File: config.mk
export PLATFORM = sky130hd
export DESIGN_NAME = soc_top
export DESIGN_NICKNAME = d
export VERILOG_FILES = /design/src/common/soc_pkg.sv /design/src/rtl/reset_global.sv /design/src/bus/bus_req_fifo.sv /design/src/bus/bus_ctrl.sv /design/src/rtl/gpio_ctrl.sv /design/src/rtl/clint.sv /design/src/rtl/plic.sv /design/src/rtl/soc_top.sv
export VERILOG_INCLUDE_DIRS = /design/src /design/src/common
export SDC_FILE = /design/constraint.sdc
export NUM_CORES = 1
export LEC_CHECK = 0
export BUFFER_PORTS_ARGS = -buffer_cell sky130_fd_sc_hd__buf_2
export CORE_MARGIN = 2
export CORE_UTILIZATION = 40
export DETAILED_ROUTE_END_ITERATION = 7
export SKIP_CTS_REPAIR_TIMING = 1
export SYNTH_ARGS = -nofsm -noshare
export SYNTH_HDL_FRONTEND = slang
export SYNTH_SLANG_ARGS = --single-unit
File: constraint.sdc
create_clock -name i_clk -period 6.96 [get_ports i_clk]
set_input_delay 0.348 -clock i_clk [delete_from_list [all_inputs] [get_ports i_clk]]
set_output_delay 0.348 -clock i_clk [all_outputs]
set_load 0.01 [all_outputs]
File: src/common/soc_consts.svh
//////////////////////////////////////////////////
// soc constants
// address map, register offsets, widths and sizes
//////////////////////////////////////////////////
`ifndef SOC_CONSTS_SVH
`define SOC_CONSTS_SVH

// bus widths
`define SOC_ADDR_W      12
`define SOC_DATA_W      32
`define SOC_OFS_W       4

// peripheral sizes
`define SOC_GPIO_W      12
`define SOC_IRQ_TOTAL   16
`define SOC_FIFO_DEPTH  4
`define SOC_RST_HOLD    8

// region field in address bits 11..8
`define SOC_BASE_GPIO   4'h0
`define SOC_BASE_CLINT  4'h1
`define SOC_BASE_PLIC   4'h2
`define SOC_BASE_SYS    4'hf

// gpio register offsets
`define SOC_GPIO_IN     4'h0
`define SOC_GPIO_OUT    4'h1
`define SOC_GPIO_DIR    4'h2
`define SOC_GPIO_IE     4'h3
`define SOC_GPIO_IP     4'h4

// clint register offsets
`define SOC_CLINT_MTIME     4'h0
`define SOC_CLINT_MTIMECMP  4'h1
`define SOC_CLINT_MSIP      4'h2

// plic register offsets
`define SOC_PLIC_PENDING  4'h0
`define SOC_PLIC_ENABLE   4'h1
`define SOC_PLIC_CLAIM    4'h2

// system control
`define SOC_SYS_SWRST   4'h0
`define SOC_SWRST_KEY   32'h5a5a_c3c3

`endif

File: src/common/soc_pkg.sv
//////////////////////////////////////////////////
// soc types
// host request, response and peripheral access
// structs, plus decode and bus controller enums
//////////////////////////////////////////////////
`default_nettype none
`include "soc_consts.svh"

package soc_pkg;

  // one host request as it enters the queue
  typedef struct packed {
    logic                   valid;
    logic                   we;
    logic [`SOC_ADDR_W-1:0] addr;
    logic [`SOC_DATA_W-1:0] wdata;
  } host_req_t;

  // response back to the host, one per request
  typedef struct packed {
    logic                   valid;
    logic                   err;
    logic [`SOC_DATA_W-1:0] rdata;
  } bus_rsp_t;

  // access strobes toward a single peripheral
  typedef struct packed {
    logic                   rd;
    logic                   wr;
    logic [`SOC_OFS_W-1:0]  offset;
    logic [`SOC_DATA_W-1:0] wdata;
  } periph_req_t;

  // decoded target of the address
  typedef enum logic [2:0] {
    REG_GPIO,
    REG_CLINT,
    REG_PLIC,
    REG_SYS,
    REG_NONE
  } region_e;

  // bus controller states
  typedef enum logic [1:0] {
    S_IDLE,
    S_ADDR,
    S_DATA
  } bus_state_e;

endpackage

`default_nettype wire

File: src/rtl/reset_global.sv
//////////////////////////////////////////////////
// global reset
// merges external reset with the software reset
// request and holds the system reset low
//////////////////////////////////////////////////
`timescale 1ns/1ps
`default_nettype none
`include "soc_consts.svh"

module reset_global (
  input  wire  i_clk,
  input  wire  i_rst_n,
  input  wire  i_swreset,
  output logic o_sys_rst_n
);

  localparam int CW = $clog2(`SOC_RST_HOLD + 1);

  // remaining hold cycles after the first low one
  logic [CW-1:0] hold_cnt;

  always_ff @(posedge i_clk) begin
    if (!i_rst_n) begin
      hold_cnt    <= '0;
      o_sys_rst_n <= 1'b0;
    end else begin
      // request restarts the hold
      if (i_swreset) begin
        hold_cnt <= CW'(`SOC_RST_HOLD - 1);
      end else if (hold_cnt != '0) begin
        hold_cnt <= hold_cnt - 1'b1;
      end
      o_sys_rst_n <= !i_swreset && (hold_cnt == '0);
    end
  end

endmodule

`default_nettype wire

File: src/bus/bus_req_fifo.sv
//////////////////////////////////////////////////
// bus request fifo
// circular buffer of host requests in front of
// the bus controller, registered full and empty
//////////////////////////////////////////////////
`timescale 1ns/1ps
`default_nettype none
`include "soc_consts.svh"

module bus_req_fifo #(
  parameter int DEPTH = `SOC_FIFO_DEPTH
) (
  input  wire                i_clk,
  input  wire                i_rst_n,
  input  wire                soc_pkg::host_req_t i_req,
  input  wire                i_pop,
  output soc_pkg::host_req_t o_head,
  output logic               o_full
);

  // depth is a power of two so pointers wrap by themselves
  localparam int PW = $clog2(DEPTH);

  soc_pkg::host_req_t mem [DEPTH];

  logic [PW-1:0] wr_ptr;
  logic [PW-1:0] rd_ptr;
  logic [PW:0]   count_q;
  logic [PW:0]   count_nxt;
  logic          empty_q;
  logic          push;
  logic          pop;

  // strobes while full are dropped
  assign push      = i_req.valid && !o_full;
  assign pop       = i_pop && !empty_q;
  assign count_nxt = count_q + (PW+1)'(push) - (PW+1)'(pop);

  ////////////////////////////////////////////////
  // pointers and occupancy
  always_ff @(posedge i_clk) begin
    if (!i_rst_n) begin
      wr_ptr  <= '0;
      rd_ptr  <= '0;
      count_q <= '0;
      o_full  <= 1'b0;
      empty_q <= 1'b1;
    end else begin
      if (push) begin
        wr_ptr <= wr_ptr + 1'b1;
      end
      if (pop) begin
        rd_ptr <= rd_ptr + 1'b1;
      end
      count_q <= count_nxt;
      o_full  <= (count_nxt == (PW+1)'(DEPTH));
      empty_q <= (count_nxt == '0);
    end
  end

  // storage
  always_ff @(posedge i_clk) begin
    if (push) begin
      mem[wr_ptr] <= i_req;
    end
  end

  // head entry, valid means not empty
  always_comb begin
    o_head       = mem[rd_ptr];
    o_head.valid = !empty_q;
  end

endmodule

`default_nettype wire

File: src/bus/bus_ctrl.sv
//////////////////////////////////////////////////
// bus controller
// takes requests from the fifo, decodes the region,
// strobes one peripheral and returns the response
// also holds the system control register
//////////////////////////////////////////////////
`timescale 1ns/1ps
`default_nettype none
`include "soc_consts.svh"

module bus_ctrl (
  input  wire                  i_clk,
  input  wire                  i_rst_n,
  input  wire                  soc_pkg::host_req_t i_head,
  output logic                 o_pop,
  output soc_pkg::periph_req_t o_gpio_req,
  output soc_pkg::periph_req_t o_clint_req,
  output soc_pkg::periph_req_t o_plic_req,
  input  wire [31:0]           i_gpio_rdata,
  input  wire [31:0]           i_clint_rdata,
  input  wire [31:0]           i_plic_rdata,
  output logic                 o_swreset,
  output soc_pkg::bus_rsp_t    o_rsp
);

  soc_pkg::bus_state_e state_q;
  soc_pkg::region_e    region;
  soc_pkg::host_req_t  cur_q;

  logic [3:0]  ofs;
  logic        in_addr;
  logic        sel_gpio;
  logic        sel_clint;
  logic        sel_plic;
  logic        key_wr;
  logic [31:0] rd_mux;
  logic        err_mux;
  logic        rsp_valid_q;
  logic        rsp_err_q;
  logic [31:0] rsp_data_q;

  // take the head only from idle
  assign o_pop = (state_q == soc_pkg::S_IDLE) && i_head.valid;
  assign ofs   = cur_q.addr[3:0];

  ////////////////////////////////////////////////
  // region decode on address bits 11..8
  always_comb begin
    case (cur_q.addr[11:8])
      `SOC_BASE_GPIO:  region = soc_pkg::REG_GPIO;
      `SOC_BASE_CLINT: region = soc_pkg::REG_CLINT;
      `SOC_BASE_PLIC:  region = soc_pkg::REG_PLIC;
      `SOC_BASE_SYS:   region = soc_pkg::REG_SYS;
      default:         region = soc_pkg::REG_NONE;
    endcase
  end

  // strobe only in the address phase
  assign in_addr   = (state_q == soc_pkg::S_ADDR);
  assign sel_gpio  = in_addr && (region == soc_pkg::REG_GPIO);
  assign sel_clint = in_addr && (region == soc_pkg::REG_CLINT);
  assign sel_plic  = in_addr && (region == soc_pkg::REG_PLIC);

  assign o_gpio_req  = '{rd: sel_gpio && !cur_q.we, wr: sel_gpio && cur_q.we,
                         offset: ofs, wdata: cur_q.wdata};
  assign o_clint_req = '{rd: sel_clint && !cur_q.we, wr: sel_clint && cur_q.we,
                         offset: ofs, wdata: cur_q.wdata};
  assign o_plic_req  = '{rd: sel_plic && !cur_q.we, wr: sel_plic && cur_q.we,
                         offset: ofs, wdata: cur_q.wdata};

  // reset only on the exact key
  assign key_wr = in_addr && (region == soc_pkg::REG_SYS) && cur_q.we &&
                  (ofs == `SOC_SYS_SWRST) && (cur_q.wdata == `SOC_SWRST_KEY);

  // read data select where sys and unmapped regions read as zero
  always_comb begin
    rd_mux  = '0;
    err_mux = 1'b0;
    case (region)
      soc_pkg::REG_GPIO:  rd_mux = i_gpio_rdata;
      soc_pkg::REG_CLINT: rd_mux = i_clint_rdata;
      soc_pkg::REG_PLIC:  rd_mux = i_plic_rdata;
      soc_pkg::REG_SYS:   err_mux = (ofs != `SOC_SYS_SWRST);
      default:            err_mux = 1'b1;
    endcase
  end

  ////////////////////////////////////////////////
  // idle -> addr -> data -> idle
  always_ff @(posedge i_clk) begin
    if (!i_rst_n) begin
      state_q     <= soc_pkg::S_IDLE;
      rsp_valid_q <= 1'b0;
      o_swreset   <= 1'b0;
    end else begin
      case (state_q)
        soc_pkg::S_IDLE: begin
          if (i_head.valid) begin
            state_q <= soc_pkg::S_ADDR;
          end
        end
        soc_pkg::S_ADDR: state_q <= soc_pkg::S_DATA;
        default:         state_q <= soc_pkg::S_IDLE;
      endcase
      // one response pulse per request
      rsp_valid_q <= (state_q == soc_pkg::S_DATA);
      o_swreset   <= key_wr;
    end
  end

  // latched request and sampled read data
  always_ff @(posedge i_clk) begin
    if (o_pop) begin
      cur_q <= i_head;
    end
    if (in_addr) begin
      rsp_err_q  <= err_mux;
      rsp_data_q <= rd_mux;
    end
  end

  assign o_rsp = '{valid: rsp_valid_q, err: rsp_err_q, rdata: rsp_data_q};

endmodule

`default_nettype wire

File: src/rtl/gpio_ctrl.sv
//////////////////////////////////////////////////
// gpio controller
// output, direction and interrupt enable registers,
// synchronized inputs with rising edge pending bits
//////////////////////////////////////////////////
`timescale 1ns/1ps
`default_nettype none
`include "soc_consts.svh"

module gpio_ctrl (
  input  wire                    i_clk,
  input  wire                    i_rst_n,
  input  wire                    soc_pkg::periph_req_t i_req,
  output logic [31:0]            o_rdata,
  input  wire  [`SOC_GPIO_W-1:0] i_gpio,
  output logic [`SOC_GPIO_W-1:0] o_gpio,
  output logic [`SOC_GPIO_W-1:0] o_gpio_dir,
  output logic [`SOC_GPIO_W-1:0] o_irq
);

  localparam int W = `SOC_GPIO_W;

  logic [W-1:0] in_meta;
  logic [W-1:0] in_sync;
  logic [W-1:0] in_prev;
  logic [W-1:0] out_q;
  logic [W-1:0] dir_q;
  logic [W-1:0] ie_q;
  logic [W-1:0] ip_q;
  logic [W-1:0] rise;
  logic [W-1:0] ip_clr;

  assign rise   = in_sync & ~in_prev;
  // write one to clear
  assign ip_clr = (i_req.wr && (i_req.offset == `SOC_GPIO_IP)) ? i_req.wdata[W-1:0] : '0;

  always_ff @(posedge i_clk) begin
    if (!i_rst_n) begin
      in_meta <= '0;
      in_sync <= '0;
      in_prev <= '0;
      out_q   <= '0;
      dir_q   <= '0;
      ie_q    <= '0;
      ip_q    <= '0;
    end else begin
      // two flop synchronizer plus edge history
      in_meta <= i_gpio;
      in_sync <= in_meta;
      in_prev <= in_sync;
      if (i_req.wr) begin
        case (i_req.offset)
          `SOC_GPIO_OUT: out_q <= i_req.wdata[W-1:0];
          `SOC_GPIO_DIR: dir_q <= i_req.wdata[W-1:0];
          `SOC_GPIO_IE:  ie_q  <= i_req.wdata[W-1:0];
          default:       ;
        endcase
      end
      ip_q <= (ip_q & ~ip_clr) | (rise & ie_q);
    end
  end

  // register read mux
  always_comb begin
    o_rdata = '0;
    if (i_req.rd) begin
      case (i_req.offset)
        `SOC_GPIO_IN:  o_rdata[W-1:0] = in_sync;
        `SOC_GPIO_OUT: o_rdata[W-1:0] = out_q;
        `SOC_GPIO_DIR: o_rdata[W-1:0] = dir_q;
        `SOC_GPIO_IE:  o_rdata[W-1:0] = ie_q;
        `SOC_GPIO_IP:  o_rdata[W-1:0] = ip_q;
        default:       o_rdata = '0;
      endcase
    end
  end

  assign o_gpio     = out_q;
  assign o_gpio_dir = dir_q;
  assign o_irq      = ip_q;

endmodule

`default_nettype wire

File: src/rtl/clint.sv
//////////////////////////////////////////////////
// core local interrupt controller
// free running machine timer with compare,
// plus the software interrupt register
//////////////////////////////////////////////////
`timescale 1ns/1ps
`default_nettype none
`include "soc_consts.svh"

module clint (
  input  wire         i_clk,
  input  wire         i_rst_n,
  input  wire         soc_pkg::periph_req_t i_req,
  output logic [31:0] o_rdata,
  output logic        o_mtip,
  output logic        o_msip
);

  logic [31:0] mtime_q;
  logic [31:0] mtimecmp_q;
  logic        msip_q;
  logic        wr_mtime;
  logic        wr_cmp;
  logic        wr_msip;

  assign wr_mtime = i_req.wr && (i_req.offset == `SOC_CLINT_MTIME);
  assign wr_cmp   = i_req.wr && (i_req.offset == `SOC_CLINT_MTIMECMP);
  assign wr_msip  = i_req.wr && (i_req.offset == `SOC_CLINT_MSIP);

  ////////////////////////////////////////////////
  // timer and compare
  always_ff @(posedge i_clk) begin
    if (!i_rst_n) begin
      mtime_q    <= '0;
      // compare at max keeps mtip quiet
      mtimecmp_q <= '1;
      o_mtip     <= 1'b0;
    end else begin
      if (wr_mtime) begin
        mtime_q <= i_req.wdata;
      end else begin
        mtime_q <= mtime_q + 32'd1;
      end
      if (wr_cmp) begin
        mtimecmp_q <= i_req.wdata;
      end
      o_mtip <= (mtime_q >= mtimecmp_q);
    end
  end

  // software interrupt, bit 0 only
  always_ff @(posedge i_clk) begin
    if (!i_rst_n) begin
      msip_q <= 1'b0;
    end else if (wr_msip) begin
      msip_q <= i_req.wdata[0];
    end
  end

  assign o_msip = msip_q;

  // register read mux
  always_comb begin
    o_rdata = '0;
    if (i_req.rd) begin
      case (i_req.offset)
        `SOC_CLINT_MTIME:    o_rdata = mtime_q;
        `SOC_CLINT_MTIMECMP: o_rdata = mtimecmp_q;
        `SOC_CLINT_MSIP:     o_rdata = {31'd0, msip_q};
        default:             o_rdata = '0;
      endcase
    end
  end

endmodule

`default_nettype wire

File: src/rtl/plic.sv
//////////////////////////////////////////////////
// platform level interrupt controller
// edge pending bits, enables and claim over the
// sources, drives the machine external interrupt
//////////////////////////////////////////////////
`timescale 1ns/1ps
`default_nettype none
`include "soc_consts.svh"

module plic (
  input  wire                       i_clk,
  input  wire                       i_rst_n,
  input  wire                       soc_pkg::periph_req_t i_req,
  input  wire  [`SOC_IRQ_TOTAL-1:0] i_irq,
  output logic [31:0]               o_rdata,
  output logic                      o_meip
);

  localparam int N  = `SOC_IRQ_TOTAL;
  localparam int IW = $clog2(N);

  logic [N-1:0]  irq_prev;
  logic [N-1:0]  pend_q;
  logic [N-1:0]  en_q;
  logic [N-1:0]  rise;
  logic [N-1:0]  active;
  logic [N-1:0]  claim_clr;
  logic [IW-1:0] claim_id;
  logic          claim_rd;

  // source 0 never pends
  assign rise   = {i_irq[N-1:1] & ~irq_prev[N-1:1], 1'b0};
  assign active = pend_q & en_q;

  // lowest numbered active source wins
  always_comb begin
    claim_id = '0;
    for (int i = N - 1; i >= 1; i--) begin
      if (active[i]) begin
        claim_id = IW'(i);
      end
    end
  end

  // a claim read retires that source
  assign claim_rd  = i_req.rd && (i_req.offset == `SOC_PLIC_CLAIM);
  assign claim_clr = claim_rd ? (N'(1) << claim_id) : '0;

  always_ff @(posedge i_clk) begin
    if (!i_rst_n) begin
      irq_prev <= '0;
      pend_q   <= '0;
      en_q     <= '0;
      o_meip   <= 1'b0;
    end else begin
      irq_prev <= i_irq;
      pend_q   <= (pend_q | rise) & ~claim_clr;
      if (i_req.wr && (i_req.offset == `SOC_PLIC_ENABLE)) begin
        en_q <= i_req.wdata[N-1:0];
      end
      o_meip <= |active;
    end
  end

  // register read mux
  always_comb begin
    o_rdata = '0;
    if (i_req.rd) begin
      case (i_req.offset)
        `SOC_PLIC_PENDING: o_rdata = 32'(pend_q);
        `SOC_PLIC_ENABLE:  o_rdata = 32'(en_q);
        `SOC_PLIC_CLAIM:   o_rdata = 32'(claim_id);
        default:           o_rdata = '0;
      endcase
    end
  end

endmodule

`default_nettype wire

File: src/rtl/soc_top.sv
//////////////////////////////////////////////////
// soc top level
// host port queue, bus controller, reset block and
// the gpio, clint and plic peripherals
//////////////////////////////////////////////////
`timescale 1ns/1ps
`default_nettype none
`include "soc_consts.svh"

module soc_top (
  input  wire                    i_clk,
  input  wire                    i_rst_n,
  // host port
  input  wire                    soc_pkg::host_req_t i_req,
  output logic                   o_req_full,
  output soc_pkg::bus_rsp_t      o_rsp,
  // gpio pins
  input  wire  [`SOC_GPIO_W-1:0] i_gpio,
  output logic [`SOC_GPIO_W-1:0] o_gpio,
  output logic [`SOC_GPIO_W-1:0] o_gpio_dir,
  // interrupt lines
  output logic                   o_mtip,
  output logic                   o_msip,
  output logic                   o_meip
);

  logic                 sys_rst_n;
  logic                 swreset;
  soc_pkg::host_req_t   head;
  logic                 pop;
  soc_pkg::periph_req_t gpio_req;
  soc_pkg::periph_req_t clint_req;
  soc_pkg::periph_req_t plic_req;
  logic [31:0]          gpio_rdata;
  logic [31:0]          clint_rdata;
  logic [31:0]          plic_rdata;
  logic [`SOC_GPIO_W-1:0]   gpio_irq;
  logic [`SOC_IRQ_TOTAL-1:0] plic_src;

  // source 0 tied low, gpio on 1..12, rest unused
  assign plic_src = {{(`SOC_IRQ_TOTAL - `SOC_GPIO_W - 1){1'b0}}, gpio_irq, 1'b0};

  ////////////////////////////////////////////////
  // reset and host path
  reset_global rst0 (
    .i_clk,
    .i_rst_n,
    .i_swreset(swreset),
    .o_sys_rst_n(sys_rst_n)
  );

  // host path stays on external reset
  bus_req_fifo fifo0 (
    .i_clk,
    .i_rst_n,
    .i_req,
    .i_pop(pop),
    .o_head(head),
    .o_full(o_req_full)
  );

  bus_ctrl ctrl0 (
    .i_clk,
    .i_rst_n,
    .i_head(head),
    .o_pop(pop),
    .o_gpio_req(gpio_req),
    .o_clint_req(clint_req),
    .o_plic_req(plic_req),
    .i_gpio_rdata(gpio_rdata),
    .i_clint_rdata(clint_rdata),
    .i_plic_rdata(plic_rdata),
    .o_swreset(swreset),
    .o_rsp
  );

  ////////////////////////////////////////////////
  // peripherals on the system reset
  gpio_ctrl gpio0 (
    .i_clk,
    .i_rst_n(sys_rst_n),
    .i_req(gpio_req),
    .o_rdata(gpio_rdata),
    .i_gpio,
    .o_gpio,
    .o_gpio_dir,
    .o_irq(gpio_irq)
  );

  clint clint0 (
    .i_clk,
    .i_rst_n(sys_rst_n),
    .i_req(clint_req),
    .o_rdata(clint_rdata),
    .o_mtip,
    .o_msip
  );

  plic plic0 (
    .i_clk,
    .i_rst_n(sys_rst_n),
    .i_req(plic_req),
    .i_irq(plic_src),
    .o_rdata(plic_rdata),
    .o_meip
  );

endmodule

`default_nettype wire

Yosys cells after proc, flatten, opt, wreduce, memory -nomap -nowiden --
Memory sizes are Yosys's and may differ from the RTL's. A register that Yosys moved wholly into a read port is not among the register bits. Cells that the tools add are included. W data, S select, Z words.
Storage, ports and cells: logic and storage cells 141, bits in writable memories 184, bits of input ports 60, memories 1, flip-flop bits (word level) 250, output and inout bits 62
Operators by class: reduce and logical (&&, ||, !) cells 42, bitwise logic cells 13, muxes and demuxes 33, shift-type cells 1, add/subtract/negate cells 6, equal/unequal tests 15, $lt $le $gt $ge 1
Memories:
- fifo0.mem | words 4, width 46, rd ports 1, clocked after memory_dff 1, write ports 1, RTL line bus_req_fifo.sv:24 | soc_pkg::host_req_t mem [DEPTH];
Operators with widths (number):
- $pmux W32 S3 | 2
- $mux W32 | 3
- $mux W4 | 15
- $pmux W12 S5 | 1
- $pmux W16 S3 | 1
- $and A12 B12 Y12 | 3
- $add A32 B1 Y32 const B | 1
- $and A16 B16 Y16 | 2
- $eq A32 B31 Y1 const B | 1
- $ge A32 B32 Y1 | 1
- $mux W12 | 2
- $not A12 Y12 | 2
- $logic_and A1 B1 Y1 | 23
- $mux W16 | 1
- $not A16 Y16 | 1
- $or A16 B16 Y16 | 1
- $reduce_or A16 Y1 | 1
- $shl A1 B4 Y16 const A | 1
- $and A12 B15 Y15 | 1
- $not A15 Y15 | 1
- $eq A4 B2 Y1 const B | 3
- $logic_not A4 Y1 | 3
- $or A12 B12 Y12 | 1
- $pmux W3 S4 | 1
- 27 further kinds | 39

Longest topological paths before layout --
depth in word-level cells 20, gate-level depth with buffers 10, mapped depth without buffers 10

By module --
Synthesis repeated with hierarchy kept, for this count alone.
Second synthesis, totals: cell total of the unflattened synthesis 1787, area total of the unflattened synthesis 21280.4 um^2
Modules (own cells, without submodules):
- bus_req_fifo | area each 7065.5 um^2, seq. area each 5625.4 um^2, instances 1, cells each 284
- clint | area each 4088.9 um^2, seq. area each 1321.3 um^2, instances 1, cells each 518
- bus_ctrl | area each 3871.2 um^2, seq. area each 2302.2 um^2, instances 1, cells each 293
- gpio_ctrl | area each 3616.0 um^2, seq. area each 1681.6 um^2, instances 1, cells each 380
- plic | area each 2394.8 um^2, seq. area each 960.9 um^2, instances 1, cells each 286
- reset_global | area each 240.2 um^2, seq. area each 100.1 um^2, instances 1, cells each 25
- soc_top | area each 3.8 um^2, seq. area each 0.0 um^2, instances 1, cells each 1

Worst setup path after synthesis --
OpenSTA, ideal clock, no wires.
path type flip-flop to flip-flop, start point register ctrl0.state_q[1], end point register fifo0.o_full, slack 1.804 ns, stages on the path, launching flop included 11, period minus slack after synthesis 5.156 ns, data arrival time 5.091 ns, library setup time 0.064 ns, required time 6.896 ns, buffers on the path 0, cell sequence dfxtp_1 > nor3_1 > ha_1 > inv_1 > ha_1 > inv_1 > fa_1 > xnor2_1 > xnor2_1 > nand2_1 > nor2_1
On the way: word-level cells in the longest chain between the ends 5
Ends and longest elaborated chain:
- start, declared | RTL line bus_ctrl.sv:26 | soc_pkg::bus_state_e state_q;
- start signal, assigned | RTL line bus_ctrl.sv:92 | state_q <= soc_pkg::S_IDLE;
- start signal, assigned | RTL line bus_ctrl.sv:99 | state_q <= soc_pkg::S_ADDR;
- start signal, assigned | RTL line bus_ctrl.sv:102 | soc_pkg::S_ADDR: state_q <= soc_pkg::S_DATA;
- $logic_not A2 Y1 | RTL line bus_ctrl.sv:43 | assign o_pop = (state_q == soc_pkg::S_IDLE) && i_head.valid;
- $logic_and A1 B1 Y1 | RTL line bus_ctrl.sv:43
- net ctrl0.o_pop | RTL line bus_ctrl.sv:15 | output logic o_pop,
- $logic_and A1 B1 Y1 | RTL line bus_req_fifo.sv:36 | assign pop = i_pop && !empty_q;
- $sub A3 B1 Y3 | RTL line bus_req_fifo.sv:37 | assign count_nxt = count_q + (PW+1)'(push) - (PW+1)'(pop);
- $eq A3 B3 Y1 | RTL line bus_req_fifo.sv:56 | o_full <= (count_nxt == (PW+1)'(DEPTH));
- end signal, assigned | RTL line bus_req_fifo.sv:56
- end, declared | RTL line bus_req_fifo.sv:18 | output logic o_full
The timed path passes the listed nets, and every way through them passes these cells. A chain may end at the register's enable or synchronous reset.

Worst setup path after layout --
start point register, netlist name ctrl0.o_clint_req[35], end point register plic0.en_q[6]
On the way: word-level cells in the longest chain between the ends 2
Ends and longest elaborated chain:
- $eq A4 B1 Y1 (no line)
- $logic_and A1 B1 Y1 | RTL line plic.sv:58 | if (i_req.wr && (i_req.offset == `SOC_PLIC_ENABLE)) begin
- end signal, assigned | RTL line plic.sv:59 | en_q <= i_req.wdata[N-1:0];
- end, declared | RTL line plic.sv:24 | logic [N-1:0] en_q;
No other way between the ends.

==> results.sh <==
export IMPL_timing_setup_tns_ns=0
export IMPL_rsz0062_at_grt="no"
export IMPL_max_slew_worst_pin_slew_ns=1.17
export IMPL_arrival_ns=4.10
export IMPL_first_iter_violations=917
export IMPL_synth_area_mm2=0.0182
export IMPL_hpwl_um=27100
export IMPL_fin_cells=2203
export IMPL_vdd_ir_drop_max_mv=0.181
export IMPL_grt_max_degree=84
export IMPL_rows=78
export IMPL_power_uw=7010
export IMPL_skew_ns=0.0226
export IMPL_setup_slack_ns=3.28
export IMPL_routedWlPerCell_um=19.4
export IMPL_layout_common_cells="238 x edfxtp_1, 210 x dfxtp_1, 117 x buf_2"
export IMPL_ys_async_sr_fraction_pct=0
export IMPL_synth_seq_cells=451
export IMPL_drive_above_1_share_pct=16.3
export IMPL_cts_tree="done"
export IMPL_antenna_cells=0
export IMPL_power_density_mw_per_mm2=330
export IMPL_grt_usage_pct=18.2
export IMPL_gr_total_overflow=0
export IMPL_portBuffers=117
export IMPL_yosys_most_used_dff="edfxtp_1"
export IMPL_busiest_layer="met2"
export IMPL_place_ws_ns=3.34
export IMPL_die_w_um=217
export IMPL_max_cap_violations=0
export IMPL_synth_nets=1531
export IMPL_end_kind="register"
export IMPL_num_vias=11700
export IMPL_antenna_found_initial=1
export IMPL_nets=1669
export IMPL_grt_use_met2_pct=28.5
export IMPL_start_util_pct=40.3
export IMPL_setup_viol=0
export IMPL_yosysTopAreaCell="edfxtp_1"
export IMPL_cts_sinks=451
export IMPL_routed_wl_um=42700
export IMPL_start_kind="register"
export IMPL_reg2reg_depth=6
export IMPL_path_clk_slew_ns=0.06
export IMPL_dp_cells=2071
export IMPL_synth_edf_count=238
export IMPL_syn_inst=1429
export IMPL_clock_path_buffers=3
export IMPL_use_met1_pct=24.1
export IMPL_avgSynthCellArea_um2=12.7
export IMPL_antenna_left=0
export IMPL_synth_cell_types=64
export IMPL_dieArea_mm2=0.0472
export IMPL_drt_drc_violations_left=0
export IMPL_use_met3_pct=4.74
export IMPL_worst_setup_path_type="reg -> reg"
export IMPL_fin_crit_ns=3.68
export IMPL_hold_violations=0
export IMPL_root_buffer="clkbuf_16"
export IMPL_clock_latency_ns=0.58
export IMPL_worstPathMaxFanout=50
export IMPL_final_util_pct=47.0
export IMPL_fmax_ghz=0.272
export IMPL_synthTopCellsByArea="edfxtp_1 39%, dfxtp_1 23%, mux4_2 5.1%"
export IMPL_relSlewSlack_pct=21.8
export IMPL_cts_buffers=47
export IMPL_dr_pass1_iters=6
export IMPL_hold_class="in -> reg"
export IMPL_crit_required_ns=7.38
export IMPL_min_period_over_period_pct=52.9
export IMPL_fp_dieH_um=217
export IMPL_grt_pass1_wl_um=66200
export IMPL_power_leakage_uw=0.00804
export IMPL_maxSlewViolCount=0
export IMPL_coreArea_mm2=0.0452
export IMPL_ios=122
export IMPL_synth_top_cell_area_share_pct=39.3
export IMPL_vias_per_cell=5.33
export IMPL_final_common_cell="edfxtp_1"
export IMPL_area_growth_pct=16.6
export IMPL_whs_path_depth=1
export IMPL_status="completed"
export IMPL_synth_warnings=0
export IMPL_grt_pass1_vias=11700
export IMPL_htree_levels=2
export IMPL_yosysSeqAreaShare_pct=62.7
export IMPL_place_congestion=0.842
[routing by layer]
| metal | vias up | share of wire [%] | wire [um] |
|---|---|---|---|
| met3 | 88 | 6.0 | 2570 |
| met4 | 2 | 3.7 | 1570 |
| met5 | - | 0.033 | 14 |
| met2 | 334 | 46 | 19700 |
| met1 | 5740 | 44 | 18800 |
| li1 | 5581 | - | - |
[area by class of cell]
| cell class | instances | area, um2 |
|---|---|---|
| clock buffers | 59 | 1230 |
| clock inverters | 26 | 251 |
| fillers | 4009 | 24000 |
| inverters | 61 | 229 |
| multi-input cells | 827 | 6180 |
| flip-flops and latches | 451 | 11400 |
| well taps | 600 | 751 |
| repair buffers | 179 | 1170 |
[kinds of logic (layout without fill, tap and decap cells)]
logic type | Yosys count | after routing | synth area share (%)
fa+ha+maj | 42 | 42 | 2.93
simple gates | 397 | 397 | 10.8
compound gates | 256 | 256 | 10.3
buf+inv | 151 | 325 | 3.51
xor+xnor | 36 | 36 | 1.73
mux | 96 | 96 | 8.10
flops | 451 | 451 | 62.7
[per-stage QoR]
stage,instance area (um2),hold WS (ns)
2_1_floorplan,18200,0.412
3_3_place_gp,19300,0.415
3_5_place_dp,19300,0.423
4_1_cts,20800,-0.0637
5_1_grt,21200,0.00124
6_report,21200,0.00588
[critical path: stages, from the launching register on]
cell	delay, ns
edfxtp_1	0.41
or2_1	0.36
nor3b_4	0.71
buf_4	0.66
and4_1	1.02
mux2i_1	0.28
nor2_1	0.06
[final timing paths]
path | startpoint | to | slack (ns)
worst max-delay path | ctrl0.o_clint_req[35] | plic0.en_q[6] | 3.28
worst min-delay path | i_req[41] | fifo0.mem[1][41] | 0.006
worst max register to register | ctrl0.o_clint_req[35] | plic0.en_q[6] | 3.28
worst min register to register | gpio0.in_meta[3] | gpio0.in_sync[3] | 0.42
[where the power goes]
group          switching (uW)  leakage [uW]  internal (uW)
clock                    1030      0.000729           1400
combinational             619       0.00337            398
sequential                361       0.00395           3210
[state kept, by name, indices dropped and copies added (netlist names), 4 cells and up]
name,count
clint0.mtime_q,32
clint0.mtimecmp_q,32
ctrl0.cur_q,5
ctrl0.o_clint_req,36
ctrl0.rsp_data_q,32
fifo0.mem,164
gpio0.ie_q,12
gpio0.in_meta,12
gpio0.in_prev,12
gpio0.in_sync,12
gpio0.o_gpio,12
gpio0.o_gpio_dir,12
gpio0.o_irq,12
plic0.en_q,16
plic0.irq_prev,12
plic0.pend_q,16
rst0.hold_cnt,4
[Yosys cell counts, drive strengths merged (3+ instances only)]
master and n:
a211oi 27, a21o 8, a21oi 34, a222oi 17
a22o 3, a22oi 59, a32o 14, a41oi 4
and2 62, and3 10, and4 3, buf 37
clkbuf 53, dfxtp 213, edfxtp 238, ha 41
inv 61, mux2i 55, mux4 41, nand2 101
nand2b 8, nand3 30, nand4 17, nor2 117
nor2b 18, nor3 7, nor3b 4, nor4 3
nor4b 3, o211ai 35, o21a 4, o21ai 25
o221ai 10, o22ai 7, or2 4, xnor2 14
xor2 22
Note: power is estimated with default switching activity, not from simulation.
